--- config.mk ---
export PLATFORM = sky130hd
export DESIGN_NAME = rx_clk_ctl
export DESIGN_NICKNAME = d
export VERILOG_FILES = /design/src/rtl/rxclk_pkg.sv /design/src/rtl/rx_clk_root_if.sv /design/src/rtl/rxclk_src_sel.sv /design/src/rtl/rxclk_static_gate.sv /design/src/rtl/rxclk_freeze.sv /design/src/rtl/rxclk_hclk_div.sv /design/src/rtl/rx_clk_ctl.sv
export VERILOG_INCLUDE_DIRS = /design/src /design/src/rtl
export SDC_FILE = /design/constraint.sdc
export NUM_CORES = 1
export LEC_CHECK = 0
export BUFFER_PORTS_ARGS = -buffer_cell sky130_fd_sc_hd__buf_2
export CAP_MARGIN = 20
export CORE_AREA = 3 3 40 42
export DETAILED_ROUTE_END_ITERATION = 16
export DIE_AREA = 0 0 43 45
export PLACE_DENSITY_LB_ADDON = 0.05
export REMOVE_ABC_BUFFERS = 1
export SLEW_MARGIN = 0
export SYNTH_ARGS = -nofsm -noshare
export SYNTH_HDL_FRONTEND = slang
export SYNTH_SLANG_ARGS = --single-unit
--- constraint.sdc ---
create_clock -name aib_fabric_pld_pma_hclk_i -period 1 [get_ports aib_fabric_pld_pma_hclk_i]
set_input_delay 0.1 -clock aib_fabric_pld_pma_hclk_i [delete_from_list [all_inputs] [get_ports aib_fabric_pld_pma_hclk_i]]
set_output_delay 0.1 -clock aib_fabric_pld_pma_hclk_i [all_outputs]
set_load 0.01 [all_outputs]
--- src/rtl/rxclk_settings.svh ---
/* Rx clock control settings */

`ifndef RXCLK_SETTINGS_SVH
`define RXCLK_SETTINGS_SVH

// Field widths
`define RXCLK_SEL_W         2
`define RXCLK_PWR_MODE_W    3
`define RXCLK_QUAD_NUM      6

// AIB output clock select, other codes pick the transfer clock
`define RXCLK_AIB_SEL_USER  2'd2
`define RXCLK_AIB_SEL_PCS   2'd1

// FIFO read clock select
`define RXCLK_RD_SEL_RX     2'd0
`define RXCLK_RD_SEL_TX     2'd1
`define RXCLK_RD_SEL_PLD    2'd2
`define RXCLK_RD_SEL_STOP   2'd3    // Clock held low

`endif

--- src/rtl/rxclk_pkg.sv ---
/* Rx clock control types */

`include "rxclk_settings.svh"

package rxclk_pkg;

    ////////////////////////////////////////
    // Configuration fields
    ////////////////////////////////////////

    // Two-bit clock source select
    typedef logic [`RXCLK_SEL_W-1:0] clk_sel_t;

    // FIFO power mode, one bit per extra quadrant group
    typedef logic [`RXCLK_PWR_MODE_W-1:0] pwr_mode_t;

    ////////////////////////////////////////
    // Clock bundles
    ////////////////////////////////////////

    // Quadrant write clocks, bit 0 is quadrant 1
    typedef logic [`RXCLK_QUAD_NUM-1:0] quad_clk_t;

endpackage

--- src/rtl/rx_clk_root_if.sv ---
/* Rx root clock bundle */

interface rx_clk_root_if;

    logic aib_clk1;        // PCS rx clock out 1 source
    logic aib_clk2;        // PCS rx clock out 2 source
    logic fifo_wr_root;    // Ungated FIFO write clock
    logic fifo_rd_root;    // Ungated FIFO read clock
    logic pld_sclk;        // Sample clock
    logic pld_clk1_out;    // PLD clock 1 after inversion

    // Source select side
    modport src (
        output aib_clk1, aib_clk2, fifo_wr_root, fifo_rd_root,
        output pld_sclk, pld_clk1_out
    );

    // Gate and freeze side
    modport sink (
        input aib_clk1, aib_clk2, fifo_wr_root, fifo_rd_root,
        input pld_sclk, pld_clk1_out
    );

endinterface

--- src/rtl/rxclk_src_sel.sv ---
/* Rx root clock selection */

`include "rxclk_settings.svh"

module rxclk_src_sel
    import rxclk_pkg::*;
(
    input  logic     aib_fabric_rx_transfer_clk_i,
    input  logic     aib_fabric_tx_transfer_clk_i,
    input  logic     aib_fabric_pld_pcs_rx_clk_out_i,
    input  logic     aib_fabric_pld_pma_clkdiv_rx_user_i,
    input  logic     pld_rx_clk1_rowclk_i,
    input  logic     pld_rx_clk1_dcm_i,
    input  logic     pld_sclk1_rowclk_i,
    input  logic     pld_sclk2_rowclk_i,
    input  clk_sel_t r_rx_aib_clk1_sel_i,
    input  clk_sel_t r_rx_aib_clk2_sel_i,
    input  clk_sel_t r_rx_fifo_rd_clk_sel_i,
    input  logic     r_rx_fifo_wr_clk_sel_i,
    input  logic     r_rx_pld_clk1_sel_i,
    input  logic     r_rx_pld_clk1_inv_en_i,
    input  logic     r_rx_sclk_sel_i,
    rx_clk_root_if.src root_o
);

    // Shared mux for both AIB output clocks
    function automatic logic aib_pick(input clk_sel_t sel);
        logic clk;
        case (sel)
            `RXCLK_AIB_SEL_USER: clk = aib_fabric_pld_pma_clkdiv_rx_user_i;
            `RXCLK_AIB_SEL_PCS:  clk = aib_fabric_pld_pcs_rx_clk_out_i;
            default:             clk = aib_fabric_rx_transfer_clk_i;
        endcase
        return clk;
    endfunction

    ////////////////////////////////////////
    // PCS rx output clocks
    ////////////////////////////////////////

    always_comb
    begin
        root_o.aib_clk1 = aib_pick(r_rx_aib_clk1_sel_i);
        root_o.aib_clk2 = aib_pick(r_rx_aib_clk2_sel_i);
    end

    ////////////////////////////////////////
    // PLD clock 1 and FIFO clocks
    ////////////////////////////////////////

    logic pld_clk1_raw;

    // Row clock or DCM
    assign pld_clk1_raw = r_rx_pld_clk1_sel_i ? pld_rx_clk1_dcm_i : pld_rx_clk1_rowclk_i;

    // Optional inversion
    assign root_o.pld_clk1_out = pld_clk1_raw ^ r_rx_pld_clk1_inv_en_i;

    assign root_o.fifo_wr_root = r_rx_fifo_wr_clk_sel_i ? aib_fabric_tx_transfer_clk_i
                                                        : aib_fabric_rx_transfer_clk_i;

    always_comb
    begin
        case (r_rx_fifo_rd_clk_sel_i)
            `RXCLK_RD_SEL_RX:  root_o.fifo_rd_root = aib_fabric_rx_transfer_clk_i;
            `RXCLK_RD_SEL_TX:  root_o.fifo_rd_root = aib_fabric_tx_transfer_clk_i;
            `RXCLK_RD_SEL_PLD: root_o.fifo_rd_root = root_o.pld_clk1_out;
            default:           root_o.fifo_rd_root = 1'b0;    // Stopped
        endcase
    end

    // Sample clock
    assign root_o.pld_sclk = r_rx_sclk_sel_i ? pld_sclk2_rowclk_i : pld_sclk1_rowclk_i;

endmodule

--- src/rtl/rxclk_static_gate.sv ---
/* Rx static clock gating */

`include "rxclk_settings.svh"

module rxclk_static_gate
    import rxclk_pkg::*;
(
    rx_clk_root_if.sink root_i,
    input  logic      hclk_div2_i,
    input  logic      r_rx_fifo_wr_clk_scg_en_i,
    input  logic      r_rx_fifo_rd_clk_scg_en_i,
    input  logic      r_rx_fifo_wr_clk_del_sm_scg_en_i,
    input  logic      r_rx_fifo_rd_clk_ins_sm_scg_en_i,
    input  logic      r_rx_pma_hclk_scg_en_i,
    input  pwr_mode_t r_rx_fifo_power_mode_i,
    output quad_clk_t quad_wr_clk_o,
    output logic      fifo_wr_clk_del_sm_o,
    output logic      fifo_rd_clk_o,
    output logic      fifo_rd_clk_ins_sm_o,
    output logic      asn_pma_hclk_o
);

    quad_clk_t quad_mode_en;    // Power-mode part of each quadrant enable
    quad_clk_t quad_en;
    logic      wr_clk_en;
    logic      del_sm_en;
    logic      rd_clk_en;
    logic      ins_sm_en;
    logic      hclk_en;

    ////////////////////////////////////////
    // Gate enables
    ////////////////////////////////////////

    assign wr_clk_en = ~r_rx_fifo_wr_clk_scg_en_i;
    assign del_sm_en = ~r_rx_fifo_wr_clk_del_sm_scg_en_i;
    assign rd_clk_en = ~r_rx_fifo_rd_clk_scg_en_i;
    assign ins_sm_en = ~r_rx_fifo_rd_clk_ins_sm_scg_en_i;
    assign hclk_en   = ~r_rx_pma_hclk_scg_en_i;

    // More quadrants wake up as mode bits are set
    always_comb
    begin
        quad_mode_en[0] = 1'b1;
        quad_mode_en[1] = r_rx_fifo_power_mode_i[0];
        quad_mode_en[2] = r_rx_fifo_power_mode_i[1];
        quad_mode_en[3] = r_rx_fifo_power_mode_i[1] & r_rx_fifo_power_mode_i[0];
        quad_mode_en[4] = r_rx_fifo_power_mode_i[2] & r_rx_fifo_power_mode_i[1];
        quad_mode_en[5] = &r_rx_fifo_power_mode_i;
    end

    assign quad_en = quad_mode_en & {`RXCLK_QUAD_NUM{wr_clk_en}};

    ////////////////////////////////////////
    // Gated clocks
    ////////////////////////////////////////

    // Write side
    assign quad_wr_clk_o        = quad_en & {`RXCLK_QUAD_NUM{root_i.fifo_wr_root}};
    assign fifo_wr_clk_del_sm_o = root_i.fifo_wr_root & del_sm_en;

    // Read side
    assign fifo_rd_clk_o        = root_i.fifo_rd_root & rd_clk_en;
    assign fifo_rd_clk_ins_sm_o = root_i.fifo_rd_root & ins_sm_en;

    assign asn_pma_hclk_o = hclk_div2_i & hclk_en;    // Divided HCLK

endmodule

--- src/rtl/rxclk_freeze.sv ---
/* Rx fabric clock freeze */

module rxclk_freeze
(
    rx_clk_root_if.sink root_i,
    input  logic hclk_i,
    input  logic nfrzdrv_i,
    input  logic pr_channel_freeze_n_i,
    output logic pld_pcs_rx_clk_out1_hioint_o,
    output logic pld_pcs_rx_clk_out1_dcm_o,
    output logic pld_pcs_rx_clk_out2_hioint_o,
    output logic pld_pcs_rx_clk_out2_dcm_o,
    output logic pld_pma_hclk_hioint_o,
    output logic rx_clock_pld_sclk_o,
    output logic aib_fabric_pld_sclk_o
);

    logic frz_hioint;    // Freeze or partial reconfig
    logic frz_dcm;       // Freeze only

    assign frz_hioint = ~(nfrzdrv_i & pr_channel_freeze_n_i);
    assign frz_dcm    = ~nfrzdrv_i;

    ////////////////////////////////////////
    // Force to one while frozen
    ////////////////////////////////////////

    assign pld_pcs_rx_clk_out1_hioint_o = root_i.aib_clk1 | frz_hioint;
    assign pld_pcs_rx_clk_out1_dcm_o    = root_i.aib_clk1 | frz_dcm;
    assign pld_pcs_rx_clk_out2_hioint_o = root_i.aib_clk2 | frz_hioint;
    assign pld_pcs_rx_clk_out2_dcm_o    = root_i.aib_clk2 | frz_dcm;

    assign pld_pma_hclk_hioint_o = hclk_i | frz_hioint;    // Undivided HCLK

    // Sample clock goes to the tx channel and AIB unforced
    assign rx_clock_pld_sclk_o   = root_i.pld_sclk;
    assign aib_fabric_pld_sclk_o = root_i.pld_sclk;

endmodule

--- src/rtl/rxclk_hclk_div.sv ---
/* PMA HCLK divide by two */

module rxclk_hclk_div
(
    input  logic aib_fabric_pld_pma_hclk_i,
    input  logic rx_reset_pld_pma_hclk_rst_n,
    output logic hclk_div2_o
);

    // Toggle register, parked high in reset
    always_ff @(posedge aib_fabric_pld_pma_hclk_i)
    begin
        if (!rx_reset_pld_pma_hclk_rst_n)
        begin
            hclk_div2_o <= 1'b1;
        end
        else
        begin
            hclk_div2_o <= ~hclk_div2_o;    // Half rate
        end
    end

endmodule

--- src/rtl/rx_clk_ctl.sv ---
/* Rx clock control top */

module rx_clk_ctl
    import rxclk_pkg::*;
(
    // Source clocks
    input  logic      aib_fabric_rx_transfer_clk_i,
    input  logic      aib_fabric_tx_transfer_clk_i,
    input  logic      aib_fabric_pld_pcs_rx_clk_out_i,
    input  logic      aib_fabric_pld_pma_clkdiv_rx_user_i,
    input  logic      aib_fabric_pld_pma_hclk_i,
    input  logic      pld_rx_clk1_rowclk_i,
    input  logic      pld_rx_clk1_dcm_i,
    input  logic      pld_sclk1_rowclk_i,
    input  logic      pld_sclk2_rowclk_i,
    input  logic      rx_reset_pld_pma_hclk_rst_n,
    // Freeze
    input  logic      nfrzdrv_i,
    input  logic      pr_channel_freeze_n_i,
    // Static configuration
    input  clk_sel_t  r_rx_aib_clk1_sel_i,
    input  clk_sel_t  r_rx_aib_clk2_sel_i,
    input  clk_sel_t  r_rx_fifo_rd_clk_sel_i,
    input  logic      r_rx_fifo_wr_clk_sel_i,
    input  logic      r_rx_pld_clk1_sel_i,
    input  logic      r_rx_pld_clk1_inv_en_i,
    input  logic      r_rx_sclk_sel_i,
    input  logic      r_rx_fifo_wr_clk_scg_en_i,
    input  logic      r_rx_fifo_rd_clk_scg_en_i,
    input  logic      r_rx_fifo_wr_clk_del_sm_scg_en_i,
    input  logic      r_rx_fifo_rd_clk_ins_sm_scg_en_i,
    input  logic      r_rx_pma_hclk_scg_en_i,
    input  pwr_mode_t r_rx_fifo_power_mode_i,
    // Gated clocks
    output quad_clk_t quad_wr_clk_o,
    output logic      fifo_wr_clk_del_sm_o,
    output logic      fifo_rd_clk_o,
    output logic      fifo_rd_clk_ins_sm_o,
    output logic      asn_pma_hclk_o,
    // Fabric-facing clocks
    output logic      pld_pcs_rx_clk_out1_hioint_o,
    output logic      pld_pcs_rx_clk_out1_dcm_o,
    output logic      pld_pcs_rx_clk_out2_hioint_o,
    output logic      pld_pcs_rx_clk_out2_dcm_o,
    output logic      pld_pma_hclk_hioint_o,
    output logic      rx_clock_pld_sclk_o,
    output logic      aib_fabric_pld_sclk_o,
    output logic      rx_clock_pld_pma_hclk_o
);

    rx_clk_root_if root_if ();

    logic hclk_div2;

    ////////////////////////////////////////
    // Clock path stages
    ////////////////////////////////////////

    rxclk_src_sel u_src_sel (
        .aib_fabric_rx_transfer_clk_i        (aib_fabric_rx_transfer_clk_i),
        .aib_fabric_tx_transfer_clk_i        (aib_fabric_tx_transfer_clk_i),
        .aib_fabric_pld_pcs_rx_clk_out_i     (aib_fabric_pld_pcs_rx_clk_out_i),
        .aib_fabric_pld_pma_clkdiv_rx_user_i (aib_fabric_pld_pma_clkdiv_rx_user_i),
        .pld_rx_clk1_rowclk_i                (pld_rx_clk1_rowclk_i),
        .pld_rx_clk1_dcm_i                   (pld_rx_clk1_dcm_i),
        .pld_sclk1_rowclk_i                  (pld_sclk1_rowclk_i),
        .pld_sclk2_rowclk_i                  (pld_sclk2_rowclk_i),
        .r_rx_aib_clk1_sel_i                 (r_rx_aib_clk1_sel_i),
        .r_rx_aib_clk2_sel_i                 (r_rx_aib_clk2_sel_i),
        .r_rx_fifo_rd_clk_sel_i              (r_rx_fifo_rd_clk_sel_i),
        .r_rx_fifo_wr_clk_sel_i              (r_rx_fifo_wr_clk_sel_i),
        .r_rx_pld_clk1_sel_i                 (r_rx_pld_clk1_sel_i),
        .r_rx_pld_clk1_inv_en_i              (r_rx_pld_clk1_inv_en_i),
        .r_rx_sclk_sel_i                     (r_rx_sclk_sel_i),
        .root_o                              (root_if.src)
    );

    rxclk_static_gate u_static_gate (
        .root_i                           (root_if.sink),
        .hclk_div2_i                      (hclk_div2),
        .r_rx_fifo_wr_clk_scg_en_i        (r_rx_fifo_wr_clk_scg_en_i),
        .r_rx_fifo_rd_clk_scg_en_i        (r_rx_fifo_rd_clk_scg_en_i),
        .r_rx_fifo_wr_clk_del_sm_scg_en_i (r_rx_fifo_wr_clk_del_sm_scg_en_i),
        .r_rx_fifo_rd_clk_ins_sm_scg_en_i (r_rx_fifo_rd_clk_ins_sm_scg_en_i),
        .r_rx_pma_hclk_scg_en_i           (r_rx_pma_hclk_scg_en_i),
        .r_rx_fifo_power_mode_i           (r_rx_fifo_power_mode_i),
        .quad_wr_clk_o                    (quad_wr_clk_o),
        .fifo_wr_clk_del_sm_o             (fifo_wr_clk_del_sm_o),
        .fifo_rd_clk_o                    (fifo_rd_clk_o),
        .fifo_rd_clk_ins_sm_o             (fifo_rd_clk_ins_sm_o),
        .asn_pma_hclk_o                   (asn_pma_hclk_o)
    );

    rxclk_freeze u_freeze (
        .root_i                       (root_if.sink),
        .hclk_i                       (aib_fabric_pld_pma_hclk_i),    // Raw HCLK
        .nfrzdrv_i                    (nfrzdrv_i),
        .pr_channel_freeze_n_i        (pr_channel_freeze_n_i),
        .pld_pcs_rx_clk_out1_hioint_o (pld_pcs_rx_clk_out1_hioint_o),
        .pld_pcs_rx_clk_out1_dcm_o    (pld_pcs_rx_clk_out1_dcm_o),
        .pld_pcs_rx_clk_out2_hioint_o (pld_pcs_rx_clk_out2_hioint_o),
        .pld_pcs_rx_clk_out2_dcm_o    (pld_pcs_rx_clk_out2_dcm_o),
        .pld_pma_hclk_hioint_o        (pld_pma_hclk_hioint_o),
        .rx_clock_pld_sclk_o          (rx_clock_pld_sclk_o),
        .aib_fabric_pld_sclk_o        (aib_fabric_pld_sclk_o)
    );

    rxclk_hclk_div u_hclk_div (
        .aib_fabric_pld_pma_hclk_i   (aib_fabric_pld_pma_hclk_i),
        .rx_reset_pld_pma_hclk_rst_n (rx_reset_pld_pma_hclk_rst_n),
        .hclk_div2_o                 (hclk_div2)
    );

    // Undivided HCLK to the rx logic
    assign rx_clock_pld_pma_hclk_o = aib_fabric_pld_pma_hclk_i;

endmodule

==> impl_metrics.yaml <==
timing:
  finalHoldViolCount: 0
  worst_slew_margin_rel_pct: 85.76
  setup_viol: 4
  clock_skew_ps: 0
  rsz0062_at_grt: "yes"
  finalCritPeriodShare_pct: 112.3
  max_clock_freq_ghz: 0.8903
  slew_violations: 0
  fin_ws_ps: -123.2
  worst_pin_slew_ps: 207.7
  setup_tns_ps: -404.0
  timing.hold.ws_ps: 387.3
  period_minus_slack_ps: 1123
synth:
  synth_area_sq_um: 337.8
  avgSynthCellArea_sq_um: 7.188
  synth_seq_cells: 1
  yosysUniqueCellTypes: 20
  yosysSeqAreaShare_pct: 5.926
  syn_inst: 47
  ys_warn_count: 0
pwr:
  pwr_density_cell_nw_per_um2: 1039
  ir_drop_v: 0.0004714
  leakage_uw: 0.0004153
  report.power.total_uw: 783.6
placed_design:
  port_buffers: 47
  place_congestion: 0.7209
  hpwl_microns: 910.9
  placed_cell_area_sq_um: 584.3
worst_setup_path:
  r2r_setup_slack_ps: 530
  cp.buffers_inverters: 3
  worstPathRequired_ps: 900
  path_class: "primary input to primary output"
  crit_slowest_cell: "a221o_1"
  cp_slowest_stage_delay_ps: 270
  cp-end-kind: "primary output"
  r2r_end: "u_hclk_div.hclk_div2_o"
  crit_fanout: 2
  reg2reg_depth: 1
  crit_path_start_kind: "primary input"
  crit_arrival_ps: 1020
  worstPathCellList: "buf_8, inv_4, ha_4, a221o_1, o21ai_2, nand3_1, buf_2"
  crit_family: "compound AO/OA/AOI/OAI gates"
  rr_startpoint: "u_hclk_div.hclk_div2_o"
final_layout:
  nets: 135
  largest_reg_flops: 1
  final_common_cell: "buf_2"
  syn_to_final_growth_pct: 123.3
  largest-register: "u_hclk_div.hclk_div2_o"
  layout_common_cells: "buf_2, nand2_1, nor2_1"
  fin_area_sq_um: 754.5
  reg_top3: "u_hclk_div.hclk_div2_o x1"
  n_antenna_cell: 0
  fin_util_pct: 58.71
  drive_gt1_share_pct: 69.00
detailed_routing:
  drcViolationCount: 0
  post_drt_wl_per_cell_microns: 10.96
  drtIter0Drc: 8
  routed_wl_microns: 1260
  drt-pass1-iter-count: 4
  vias: 547
  vias_per_cell: 4.757
  drtAntennaViolNets: 0
floorplanning:
  io-pin-count: 48
  start_util_pct: 26.29
  dieArea_sq_um: 1935
  die_y_microns: 45
  die_w_microns: 43
  core-area_sq_um: 1285
  num_rows: 13
min_path:
  hp-start: "u_hclk_div.hclk_div2_o"
  min_path_type: "flop to flop"
  holdPathStages: 1
  whs_endpoint: "u_hclk_div.hclk_div2_o"
run_status:
  violations: "negative setup slack"
  outcome: "finished with violations"
grt:
  antenna_found_initial: 0
  grt_max_degree: 7
  grt_first_pass_wirelength_microns: 1959
  grt_pass1_vias: 540
  grt-ovfl-total: 0
  gr-usage-all-layers_pct: 13.76
cts:
  clkLatencyLatePin_ps: 320
  cts_tree: "built"
  clk_pin_slew_worst_paths_ps: 30
run:
  drv_cap: 0
## repair_timing
action                                  4_1_cts  5_1_grt
endpoints found under the hold margin         1        0
pin swaps                                    10        8
cloned                                        0        0
hold buffers                                  1        0
buffers inserted                              0        0
gates resized for setup                      20       12
endpoints found under the setup margin        5        8
## power breakdown
| part | switching [uW] | internal (uW) |
|---|---|---|
| logic | 129 | 155 |
| registers | 1.27 | 43.7 |
| clock network | 127 | 327 |
## synth_stat cells
master | number | area (sq um)
mux2_4 | 1 | 15.01
and4_1 | 1 | 8.760
nor2b_1 | 2 | 12.51
ha_1 | 4 | 50.05
a221o_1 | 2 | 20.02
buf_4 | 2 | 15.01
o21ai_0 | 2 | 10.01
a32oi_1 | 2 | 17.52
mux2_2 | 2 | 22.52
inv_1 | 6 | 22.52
mux2i_1 | 2 | 20.02
nand3b_1 | 1 | 7.510
and2_1 | 2 | 12.51
and3_1 | 2 | 12.51
dfxtp_1 | 1 | 20.02
nand2_1 | 5 | 18.77
nand4b_1 | 2 | 17.52
nor2_2 | 1 | 6.260
nor2_1 | 5 | 18.77
nand3_1 | 2 | 10.01
## logic make-up after synthesis
logic type | count (synthesis) | synth area share (%)
and+or+nand+nor | 23 | 37.04
buffers and inverters | 8 | 11.11
AOI/OAI and AO/OA | 6 | 14.08
muxes | 5 | 17.04
adders and majority gates | 4 | 14.82
DFF | 1 | 5.926
## routing by layer
layer	vias to the layer above	routed length [microns]	track usage (%)
li1	274	-	-
met1	229	484	13.33
met2	40	582	22.16
met3	4	166	9.163
met4	0	26	7.831
met5	-	0	0
## per-stage QoR
| stage | setup WS, ps | std cells |
|---|---|---|
| floorplan | 1.226 | 45 |
| detailed placement | -246.3 | 108 |
| global placement | -234.5 | 108 |
| global route | -204.5 | 115 |
| CTS | -120.3 | 115 |
| finish | -123.2 | 115 |
## how the worst max path moves through the flow
stage	startpoint	to	slack, ps	cells after the start
global placement	r_rx_aib_clk1_sel_i[0]	pld_pcs_rx_clk_out1_hioint_o	-230	7
detailed placement	r_rx_aib_clk1_sel_i[0]	pld_pcs_rx_clk_out1_hioint_o	-250	7
global route	r_rx_aib_clk2_sel_i[0]	pld_pcs_rx_clk_out2_hioint_o	-200	7
finish	r_rx_aib_clk2_sel_i[0]	pld_pcs_rx_clk_out2_hioint_o	-120	7
CTS	r_rx_aib_clk1_sel_i[1]	pld_pcs_rx_clk_out1_hioint_o	-120	7
floorplan	r_rx_aib_clk1_sel_i[0]	pld_pcs_rx_clk_out1_hioint_o	1	5
## layout make-up
cell class / count / area, sq um
tap: 15 / 18.77
sequential: 1 / 21.27
inverter: 6 / 30.03
fill: 128 / 530.5
timing repair buffer: 47 / 291.5
multi-input combinational: 38 / 335.3
clock buffer: 8 / 57.56
Power figures use the tool's default switching activity.
